`src/lcdPkg.sv`:
```
`default_nettype none

package lcdPkg;

        localparam int NibbleWidth = 4;
        localparam int DelayWidth = 20;         // big enough for the power-on wait

        // all waits in 50 MHz clock cycles
        localparam logic [DelayWidth-1:0] EnableCycles = 20'd12;
        localparam logic [DelayWidth-1:0] PowerOnWait = 20'd750000;     // 15 ms
        localparam logic [DelayWidth-1:0] WaitInitFirst = 20'd205000;   // 4.1 ms
        localparam logic [DelayWidth-1:0] WaitInitSecond = 20'd5000;    // 100 us
        localparam logic [DelayWidth-1:0] WaitCommand = 20'd2000;       // 40 us
        localparam logic [DelayWidth-1:0] WaitNibble = 20'd50;          // 1 us
        localparam logic [DelayWidth-1:0] WaitClear = 20'd82000;        // 1.64 ms

        localparam int InitStepCount = 14;

        // character writer states
        localparam logic [1:0] CharIdle = 2'd0;
        localparam logic [1:0] CharHigh = 2'd1;
        localparam logic [1:0] CharLow = 2'd2;

        // one LCD byte, either whole or split for the 4-bit bus
        typedef union packed {
                logic [2*NibbleWidth-1:0] whole;
                struct packed {
                        logic [NibbleWidth-1:0] high;   // goes out first
                        logic [NibbleWidth-1:0] low;
                } nibbles;
        } lcdByte_t;

endpackage

`default_nettype wire
```
`src/lcdController.sv`:
```
`default_nettype none

module lcdController (
        input wire Clock,
        input wire rst,
        input wire write,
        input wire lcdPkg::lcdByte_t data,
        output logic ready,
        output logic lcdEnable,
        output logic lcdRegisterSelect,
        output logic lcdReadWrite,
        output logic lcdFlashDisable,
        output logic [lcdPkg::NibbleWidth-1:0] lcdData
);

        import lcdPkg::*;

        logic initReq;
        logic [NibbleWidth-1:0] initNibble;
        logic initRs;
        logic [DelayWidth-1:0] initWait;
        logic initDone;
        logic initGrantDone;

        logic charReq;
        logic [NibbleWidth-1:0] charNibble;
        logic charRs;
        logic [DelayWidth-1:0] charWait;
        logic charGrantDone;
        logic charGrant;

        logic writerReq;
        logic [NibbleWidth-1:0] writerNibble;
        logic writerRs;
        logic [DelayWidth-1:0] writerWait;
        logic writerDone;

        assign lcdReadWrite = 1'b0;             // write only
        assign lcdFlashDisable = 1'b1;          // keep the flash off the shared data lines

        lcdInitSequencer initSeq0 (
                .Clock(Clock),
                .rst(rst),
                .grantDone(initGrantDone),
                .req(initReq),
                .nibble(initNibble),
                .rs(initRs),
                .waitCycles(initWait),
                .initDone(initDone)
        );

        lcdCharWriter charWriter0 (
                .Clock(Clock),
                .rst(rst),
                .write(write),
                .data(data),
                .charGrant(charGrant),
                .grantDone(charGrantDone),
                .ready(ready),
                .req(charReq),
                .nibble(charNibble),
                .rs(charRs),
                .waitCycles(charWait)
        );

        lcdBusArbiter arbiter0 (
                .Clock(Clock),
                .rst(rst),
                .initReq(initReq),
                .initNibble(initNibble),
                .initRs(initRs),
                .initWait(initWait),
                .initDone(initDone),
                .charReq(charReq),
                .charNibble(charNibble),
                .charRs(charRs),
                .charWait(charWait),
                .writerDone(writerDone),
                .writerReq(writerReq),
                .writerNibble(writerNibble),
                .writerRs(writerRs),
                .writerWait(writerWait),
                .initGrantDone(initGrantDone),
                .charGrantDone(charGrantDone),
                .charGrant(charGrant)
        );

        // sole driver of the LCD bus
        lcdNibbleWriter nibbleWriter0 (
                .Clock(Clock),
                .rst(rst),
                .start(writerReq),
                .nibble(writerNibble),
                .rs(writerRs),
                .waitCycles(writerWait),
                .done(writerDone),
                .lcdEnable(lcdEnable),
                .lcdRegisterSelect(lcdRegisterSelect),
                .lcdData(lcdData)
        );

endmodule

`default_nettype wire

```
`src/lcdBusArbiter.sv`:
```
`default_nettype none

module lcdBusArbiter (
        input wire Clock,
        input wire rst,
        input wire initReq,
        input wire [lcdPkg::NibbleWidth-1:0] initNibble,
        input wire initRs,
        input wire [lcdPkg::DelayWidth-1:0] initWait,
        input wire initDone,
        input wire charReq,
        input wire [lcdPkg::NibbleWidth-1:0] charNibble,
        input wire charRs,
        input wire [lcdPkg::DelayWidth-1:0] charWait,
        input wire writerDone,
        output logic writerReq,
        output logic [lcdPkg::NibbleWidth-1:0] writerNibble,
        output logic writerRs,
        output logic [lcdPkg::DelayWidth-1:0] writerWait,
        output logic initGrantDone,
        output logic charGrantDone,
        output logic charGrant
);

        logic charOwner;                        // 0 while the init sequence runs

        always_ff @(posedge Clock)
        begin
                if (rst)
                        charOwner <= 1'b0;
                else if (initDone)
                        charOwner <= 1'b1;      // hand over once, never back
        end

        assign charGrant = charOwner;

        assign writerReq = charOwner ? charReq : initReq;
        assign writerNibble = charOwner ? charNibble : initNibble;
        assign writerRs = charOwner ? charRs : initRs;
        assign writerWait = charOwner ? charWait : initWait;

        // done only goes back to the owner
        assign initGrantDone = writerDone && !charOwner;
        assign charGrantDone = writerDone && charOwner;

endmodule

`default_nettype wire

```
`src/lcdCharWriter.sv`:
```
`default_nettype none

module lcdCharWriter (
        input wire Clock,
        input wire rst,
        input wire write,
        input wire lcdPkg::lcdByte_t data,
        input wire charGrant,
        input wire grantDone,
        output logic ready,
        output logic req,
        output logic [lcdPkg::NibbleWidth-1:0] nibble,
        output logic rs,
        output logic [lcdPkg::DelayWidth-1:0] waitCycles
);

        import lcdPkg::*;

        logic [1:0] state;
        lcdByte_t byteReg;

        assign ready = (state == CharIdle) && charGrant;
        assign rs = 1'b1;                       // host bytes are always data

        // short gap inside the byte, full command wait after it
        assign nibble = (state == CharLow) ? byteReg.nibbles.low : byteReg.nibbles.high;
        assign waitCycles = (state == CharLow) ? WaitCommand : WaitNibble;

        always_ff @(posedge Clock)
        begin
                if (write && ready)
                        byteReg <= data;
        end

        always_ff @(posedge Clock)
        begin
                if (rst)
                begin
                        state <= CharIdle;
                        req <= 1'b0;
                end
                else
                begin
                        req <= 1'b0;
                        case (state)
                                CharIdle:
                                        if (write && ready)     // ignored while not ready
                                        begin
                                                state <= CharHigh;
                                                req <= 1'b1;
                                        end
                                CharHigh:
                                        if (grantDone)
                                        begin
                                                state <= CharLow;
                                                req <= 1'b1;
                                        end
                                CharLow:
                                        if (grantDone)
                                                state <= CharIdle;
                                default:
                                        state <= CharIdle;
                        endcase
                end
        end

endmodule

`default_nettype wire

```
`src/lcdInitSequencer.sv`:
```
`default_nettype none

module lcdInitSequencer (
        input wire Clock,
        input wire rst,
        input wire grantDone,
        output logic req,
        output logic [lcdPkg::NibbleWidth-1:0] nibble,
        output logic rs,
        output logic [lcdPkg::DelayWidth-1:0] waitCycles,
        output logic initDone
);

        import lcdPkg::*;

        logic [DelayWidth-1:0] powerCount;
        logic [$clog2(InitStepCount)-1:0] stepIndex;
        logic busy;                             // a nibble is out, waiting for done

        assign rs = 1'b0;                       // init only sends commands

        // nibble of each step, 8-bit commands split high then low
        always_comb
        begin
                case (stepIndex)
                        4'd0: nibble = 4'h3;
                        4'd1: nibble = 4'h3;
                        4'd2: nibble = 4'h3;
                        4'd3: nibble = 4'h2;
                        4'd4: nibble = 4'h2;    // function set 0x28
                        4'd5: nibble = 4'h8;
                        4'd6: nibble = 4'h0;    // entry mode 0x06
                        4'd7: nibble = 4'h6;
                        4'd8: nibble = 4'h0;    // display on 0x0C
                        4'd9: nibble = 4'hC;
                        4'd10: nibble = 4'h0;   // clear 0x01
                        4'd11: nibble = 4'h1;
                        4'd12: nibble = 4'h8;   // DD address 0x80
                        default: nibble = 4'h0;
                endcase
        end

        // wait after each step
        always_comb
        begin
                case (stepIndex)
                        4'd0: waitCycles = WaitInitFirst;
                        4'd1: waitCycles = WaitInitSecond;
                        4'd4: waitCycles = WaitNibble;
                        4'd6: waitCycles = WaitNibble;
                        4'd8: waitCycles = WaitNibble;
                        4'd10: waitCycles = WaitNibble;
                        4'd11: waitCycles = WaitClear;  // clear is slow
                        4'd12: waitCycles = WaitNibble;
                        default: waitCycles = WaitCommand;
                endcase
        end

        always_ff @(posedge Clock)
        begin
                if (rst)
                begin
                        powerCount <= '0;
                        stepIndex <= '0;
                        busy <= 1'b0;
                        req <= 1'b0;
                        initDone <= 1'b0;
                end
                else
                begin
                        req <= 1'b0;
                        if (!initDone)
                        begin
                                if (powerCount != PowerOnWait)
                                        powerCount <= powerCount + 1'b1;
                                else if (!busy)
                                begin
                                        req <= 1'b1;
                                        busy <= 1'b1;
                                end
                                else if (grantDone)
                                begin
                                        busy <= 1'b0;
                                        if (int'(stepIndex) == InitStepCount - 1)
                                                initDone <= 1'b1;       // stays until reset
                                        else
                                                stepIndex <= stepIndex + 1'b1;
                                end
                        end
                end
        end

endmodule

`default_nettype wire

```
`src/lcdNibbleWriter.sv`:
```
`default_nettype none

module lcdNibbleWriter (
        input wire Clock,
        input wire rst,
        input wire start,
        input wire [lcdPkg::NibbleWidth-1:0] nibble,
        input wire rs,
        input wire [lcdPkg::DelayWidth-1:0] waitCycles,
        output logic done,
        output logic lcdEnable,
        output logic lcdRegisterSelect,
        output logic [lcdPkg::NibbleWidth-1:0] lcdData
);

        import lcdPkg::*;

        logic waiting;                          // enable low, counting the wait
        logic [DelayWidth-1:0] count;
        logic [DelayWidth-1:0] waitLength;
        logic idle;

        assign idle = !lcdEnable && !waiting;

        // wait after the nibble being sent
        always_ff @(posedge Clock)
        begin
                if (start && idle)
                        waitLength <= waitCycles;
        end

        always_ff @(posedge Clock)
        begin
                if (rst)
                begin
                        lcdEnable <= 1'b0;
                        waiting <= 1'b0;
                        done <= 1'b0;
                        count <= '0;
                        lcdRegisterSelect <= 1'b0;
                        lcdData <= '0;
                end
                else
                begin
                        done <= 1'b0;
                        if (start && idle)
                        begin
                                lcdEnable <= 1'b1;
                                count <= EnableCycles - 1'b1;
                                lcdData <= nibble;      // held until the next start
                                lcdRegisterSelect <= rs;
                        end
                        else if (lcdEnable)
                        begin
                                if (count == '0)
                                begin
                                        // pulse over, switch to the wait phase
                                        lcdEnable <= 1'b0;
                                        waiting <= 1'b1;
                                        count <= waitLength - 1'b1;
                                end
                                else
                                        count <= count - 1'b1;
                        end
                        else if (waiting)
                        begin
                                if (count == '0)
                                begin
                                        waiting <= 1'b0;
                                        done <= 1'b1;
                                end
                                else
                                        count <= count - 1'b1;
                        end
                end
        end

endmodule

`default_nettype wire

```
`config.mk`:
```
export PLATFORM = sky130hd
export DESIGN_NAME = lcdController
export DESIGN_NICKNAME = d
export VERILOG_FILES = /design/src/lcdPkg.sv /design/src/lcdController.sv /design/src/lcdBusArbiter.sv /design/src/lcdCharWriter.sv /design/src/lcdInitSequencer.sv /design/src/lcdNibbleWriter.sv
export SDC_FILE = /design/constraint.sdc
export NUM_CORES = 1
export LEC_CHECK = 0
export BUFFER_PORTS_ARGS = -buffer_cell sky130_fd_sc_hd__buf_2
export CAP_MARGIN = 20
export CORE_ASPECT_RATIO = 1.5
export CORE_MARGIN = 5
export CORE_UTILIZATION = 35
export DETAILED_ROUTE_END_ITERATION = 12
export PLACE_DENSITY = 0.53
export SLEW_MARGIN = 20
export SYNTH_ARGS = -nofsm -noshare
export SYNTH_HDL_FRONTEND = slang
export SYNTH_SLANG_ARGS = --single-unit
```
`constraint.sdc`:
```
create_clock -name Clock -period 3 [get_ports Clock]
set_clock_uncertainty 0.1 [all_clocks]
set_input_delay 0.3 -clock Clock [delete_from_list [all_inputs] [get_ports Clock]]
set_output_delay 0.3 -clock Clock [all_outputs]
set_load 0.05 [all_outputs]
```
Yosys cells after proc, flatten, opt, wreduce, memory -nomap -nowiden
Memory sizes are Yosys's and may differ from the RTL's. A register that Yosys moved wholly into a read port is not among the register bits.
Cells that the tools add are included.
Cells by class
  $add $sub $neg: 4
  equal/unequal tests: 10
  mux-type cells: 37
  bitwise logic cells: 5
  reductions and logical operators: 23
Operator list (count)
  $mux W20: 5
  $sub A20 B1 Y20 const B: 2
  $mux W4: 7
  $add A20 B1 Y20 const B: 1
  $logic_not A20 Y1: 1
  $ne A20 B20 Y1 const B: 1
  $mux W1: 19
  $mux W11: 1
  $reduce_and A2 Y1: 5
  $logic_and A1 B1 Y1: 6
  $mux W2: 3
  $ne A2 B1 Y1 const B: 3
  $pmux W2 S3: 1
  $not A1 Y1: 5
  $reduce_and A5 Y1: 1
  $add A4 B1 Y4 const B: 1
  $eq A4 B3 Y1 const B: 1
  $ne A2 B2 Y1 const B: 2
  $reduce_or A4 Y1: 1
  $logic_not A1 Y1: 3
  $ne A3 B1 Y1 const B: 1
  $reduce_and A3 Y1: 1
  $reduce_bool A3 Y1: 1
  $reduce_or A3 Y1: 1
  other kinds (6): 6
Storage, ports and cells
  bits in registers: 87
  bits in read-only memories: 288
  bits of input ports: 11
  logic and storage cells: 98
  memories kept: 2
Memories
  (name not given): words 16, bits a word 14, rd ports 1, clocked after memory_dff 1, write ports 0, line lcdInitSequencer.sv:46  | case (stepIndex)
  (name not given): words 16, bits a word 4, rd ports 1, clocked after memory_dff 1, write ports 0, line lcdInitSequencer.sv:25  | case (stepIndex)

Depth between registers and ports, before layout
  depth in word-level cells: 6
  gate-level depth with buffers: 14
  depth with buffers taken out: 13

Modules after synthesis
From an unflattened synthesis, not the netlist that was laid out.
Unflattened totals
  cells, all modules: 604
  area total of the unflattened synthesis: 5733.0 um^2
Modules (own cells, without submodules)
  lcdNibbleWriter: times used 1, cells each 288, area an instance 2595.0 um^2, seq. area each 1161.1 um^2
  lcdInitSequencer: times used 1, cells each 229, area an instance 2119.5 um^2, seq. area each 840.8 um^2
  lcdCharWriter: times used 1, cells each 50, area an instance 604.3 um^2, seq. area each 300.3 um^2
  lcdBusArbiter: times used 1, cells each 33, area an instance 391.6 um^2, seq. area each 20.0 um^2
  lcdController: times used 1, cells each 4, area an instance 22.5 um^2, seq. area each 0.0 um^2

Worst setup path before layout
No wires, ideal clock.
  kind: register to register
  from: reg initSeq0.powerCount[0]
  to: reg initSeq0.waitCycles[6] (netlist name)
  arrival: 2.520 ns
  data required time: 2.764 ns
  path slack: 0.244 ns
  cell stages (with the launch flop): 13
  period minus slack after synthesis: 2.756 ns
  cells stage by stage: dfxtp_1 > inv_1 > ha_1 > nor4bb_1 > and4_1 > buf_6 > a21oi_1 > o21ai_1 > ha_1 > nor3_1 > a41o_1 > a2111oi_0 > mux2i_1
Between the ends
  longest elaborated chain between the ends: 5
RTL lines
  start: declaration: line lcdInitSequencer.sv:16  | logic [DelayWidth-1:0] powerCount;
  start signal: assignment: line lcdInitSequencer.sv:75  | powerCount <= powerCount + 1'b1;
  $ne A20 B20 Y1: line lcdInitSequencer.sv:74  | if (powerCount != PowerOnWait)
  $not A1 Y1 (no source line)
  $reduce_and A5 Y1 (no source line)
  $mux W4 (no source line) (2 in a row)
No other way between the ends.
A chain may end at the register's enable or synchronous reset.

Worst setup path in the final report
  from: reg initSeq0.powerCount[0]
  to: reg initSeq0.waitCycles[6] (netlist name)
Between the ends
  longest elaborated chain between the ends: 5
RTL lines (line)
  $ne A20 B20 Y1: lcdInitSequencer.sv:74
  $not A1 Y1 (no source line)
  $reduce_and A5 Y1 (no source line)
  $mux W4 (no source line) (2 in a row)
No other way between the ends.

==> metrics.txt <==
Flop pwr share=51.6%; Worst R2R Start=initSeq0.powerCount[0]; CORE AREA=0.0135 sq mm; Post-CTS Resized=0; period utilization=92.6%; Final WS setup=0.221 ns; Num CTS Buffers=9; Syn Area/Cell=8.82 sq um; GRT Overall Usage=14.8%; IO Pins=20; Die Height=154 microns; kind of critical path=flop to flop; drt pass-1 iters=4; CP Data Arrival Time=2.95 ns; FFs w/ async S/R, synth=0%; critical path's slowest cell=a221oi_1; Clock Pin Slew Worst Setup and Hold Paths=0.07 ns; layout net count=592; largest stage delay on the critical path=0.38 ns; post-synthesis instance area=0.00484 sq mm; Worst Path Max Fanout=5; Filler cells=1381; Worst Setup SP=initSeq0.powerCount[0]; worst ir drop on vdd=0.237 mV; Synth cell types=69; Worst-Skew Late Latency=0.34 ns; top_reg_cell synth=dfxtp_1; cells along the critical path=inv_1, ha_1, nor4bb_1, and4_2, a21oi_1, a311oi_2, inv_1, ha_2, a221oi_1, a2111oi_2, mux2i_1; final setup violating endpoints=0; R2R depth=11; synth warn=0; WL/cell=16.4 microns; dpl hpwl=8.98 mm; post-CTS setup buffers=0; WP data required=3.17 ns; root buffer cell=clkbuf_16; initial antenna violation count=0; Hold Path Stages=1; combinational power share=1.8%; switching fraction of total power=21.8%; std cell rows=52; first-pass GRT wire length=19.5 mm; largest area contributor in the netlist=dfxtp_1; vias in the first global route=3988; Final Hold Vio Count=0; relative slew slack=53.5%; Seq cells post-synth=93; Worst Setup End Kind=flop; max-cap violations=0; CTS Sinks=93; status=complete, no violations; drt drc=0; syn nets=573; HP Class=input port to flop; Initial Util=35.8%; Pwr Density=456 mW/mm^2; ant diodes=0; worst slack, placed=0.176 ns; CP top delay family=compound AO/OA/AOI/OAI gates; Min-Delay Endpoint=charWriter0.byteReg[7]; HP Start=data[7]; Post-Route WL=12.0 mm; Final Max Tran Viols=0; CTS Hold Bufs=0; Inst Count DP=719; Slew @ Worst Pin=0.698 ns; synth top area cells=dfxtp_1 (31%), edfxtp_1 (12%), nor2_1 (4.7%), a21oi_1 (4.0%), ha_1 (3.4%); routed vias=4002; Most Frequent Cell on Critical Path=inv_1; cell leakage power=2.03 nW; Max Freq=360 MHz; overall power=0.00248 W; crit path launch type=flop; post-layout util=40.2%; pin count of the biggest net entering global routing=37; die span in x=106 microns; Layout area overhead=12.2%; CTS tree=yes; non-filler cells, final=735; post-route ant nets=0; Starting DRT DRC Count=192; Tmin final=2.78 ns; FF-to-FF End=initSeq0.waitCycles[6]; ratio of cells with drive above 1 in the final layout=13.6%; gr ovfl total=0; Mapped Cells=549; Via density=5.44; Yosys top cell area share=30.6%; sequential area share after synthesis=42.4%; Port Buf Inserts=17; Max Root-Sink Buffers=2; flop-to-flop setup slack=0.22 ns; NetSw=0.000540 W; CP bufs+invs=2; global placer's final weighted congestion=0.809; H-tree depth=3; Post-synth EDFFs=19; Die ar.=0.0163 sq mm; clock share of power=46.6%; cell-internal power=0.00194 W
power groups by stage:
| stage | Sequential [W] | Clock [W] | Combinational, W |
|---|---|---|---|
| floorplan | 0.00131 | 0 | 0.0000323 |
| global placement | 0.00131 | 0 | 0.0000450 |
| detailed placement | 0.00131 | 0 | 0.0000452 |
| CTS | 0.00128 | 0.00119 | 0.0000454 |
| global route | 0.00128 | 0.00123 | 0.0000499 |
| finish | 0.00128 | 0.00116 | 0.0000450 |
how the worst max path moves through the flow:
stage | endpoint | slack, ns | depth (start not counted)
finish | initSeq0.waitCycles[6] | 0.22 | 11
global route | initSeq0.waitCycles[6] | -0.02 | 11
CTS | initSeq0.waitCycles[6] | 0.17 | 11
detailed placement | initSeq0.waitCycles[6] | 0.18 | 11
global placement | initSeq0.waitCycles[6] | 0.27 | 11
floorplan | initSeq0.waitCycles[6] | 0.24 | 12
cell type report:
type,instances,area [sq um],share of cell area [%]
clock inverters,7,75.1,1.38
inverters,29,109,2.00
flip-flops and latches,93,2050,37.7
repair buffers,36,228,4.19
clock buffers,9,225,4.14
well taps,162,203,3.73
multi-input cells,399,2550,46.8
synth_stat cells (all sizes together) (3+ instances only):
| cell type | n |
|---|---|
| a21oi | 39 |
| a2111oi | 3 |
| nand2 | 42 |
| nand3 | 22 |
| nor2b | 11 |
| buf | 14 |
| o21a | 4 |
| edfxtp | 19 |
| mux2 | 5 |
| o22ai | 3 |
| a211oi | 8 |
| a221oi | 5 |
| xnor2 | 9 |
| and4 | 5 |
| o211ai | 3 |
| dfxtp | 74 |
| o21ai | 30 |
| nor4 | 9 |
| and2 | 3 |
| nor2 | 61 |
| a21o | 3 |
| or3 | 6 |
| xor2 | 15 |
| clkbuf | 14 |
| and3 | 7 |
| inv | 29 |
| or2 | 3 |
| mux2i | 10 |
| nand4b | 8 |
| nand4 | 8 |
| o31ai | 3 |
| a31oi | 4 |
| nor3 | 27 |
| a311oi | 4 |
| ha | 13 |
state kept, by name, summed over array words and instances, names as in the netlist:
signal	cells
initSeq0.busy	1
initSeq0.stepIndex	4
nibbleWriter0.lcdData	4
nibbleWriter0.waiting	1
initSeq0.waitCycles	11
nibbleWriter0.count	20
initSeq0.nibble	4
initSeq0.powerCount	20
charWriter0.byteReg	8
nibbleWriter0.lcdEnable	1
nibbleWriter0.waitLength	11
initSeq0.initDone	1
initSeq0.req	1
nibbleWriter0.lcdRegisterSelect	1
nibbleWriter0.done	1
charWriter0.req	1
charWriter0.state	2
arbiter0.charGrant	1
metal layers:
metal	GRT usage [%]	up-vias	share of wire [%]
met5	0	-	0
met4	7.28	0	3.6
met3	2.47	34	2.4
met2	29.0	64	56
met1	14.7	1896	38
li1	-	2008	-
stage by stage:
step / setup TNS (ns) / instance area (sq um) / hold WS, ns
floorplan: 0 / 4840 / 0.299
global placement: 0 / 5130 / 0.366
detailed placement: 0 / 5130 / 0.369
CTS: 0 / 5430 / 0.0168
global route: -0.0242 / 5440 / 0.0233
finish: 0 / 5440 / 0.0343
cells by family (layout without fill, tap and decap cells):
family | after synthesis | count (layout) | share of synthesized area [%]
simple gates | 224 | 224 | 24.9
fa+ha+maj | 13 | 13 | 3.36
other cells | 2 | 2 | 0.155
buf+inv | 57 | 81 | 5.29
compound gates | 121 | 121 | 16.2
flops | 93 | 93 | 42.4
mux | 15 | 15 | 3.38
xor+xnor | 24 | 24 | 4.34
layout by cell type, fill, tap and decap left out, types with 3 or more instances in the layout:
cell	n
nor3_2	7
nor3_1	19
or2_2	3
o211ai_1	3
edfxtp_1	19
nand4_1	8
o21ai_0	29
xor2_1	15
nand2_1	42
o31ai_1	3
nand3_1	21
and2_1	3
and3_1	7
o21a_1	3
a311oi_1	3
a221oi_1	4
nor2_1	61
dfxtp_1	74
nand4b_1	8
xnor2_1	9
buf_2	17
buf_4	19
a211oi_1	8
a21oi_1	39
a21o_1	3
nor2b_1	11
or3_1	4
ha_1	12
a31oi_1	4
nor4_1	8
inv_1	29
o22ai_1	3
clkbuf_16	9
and4_1	4
mux2i_1	10
mux2_2	3
Note: power is estimated with default switching activity, not from simulation.
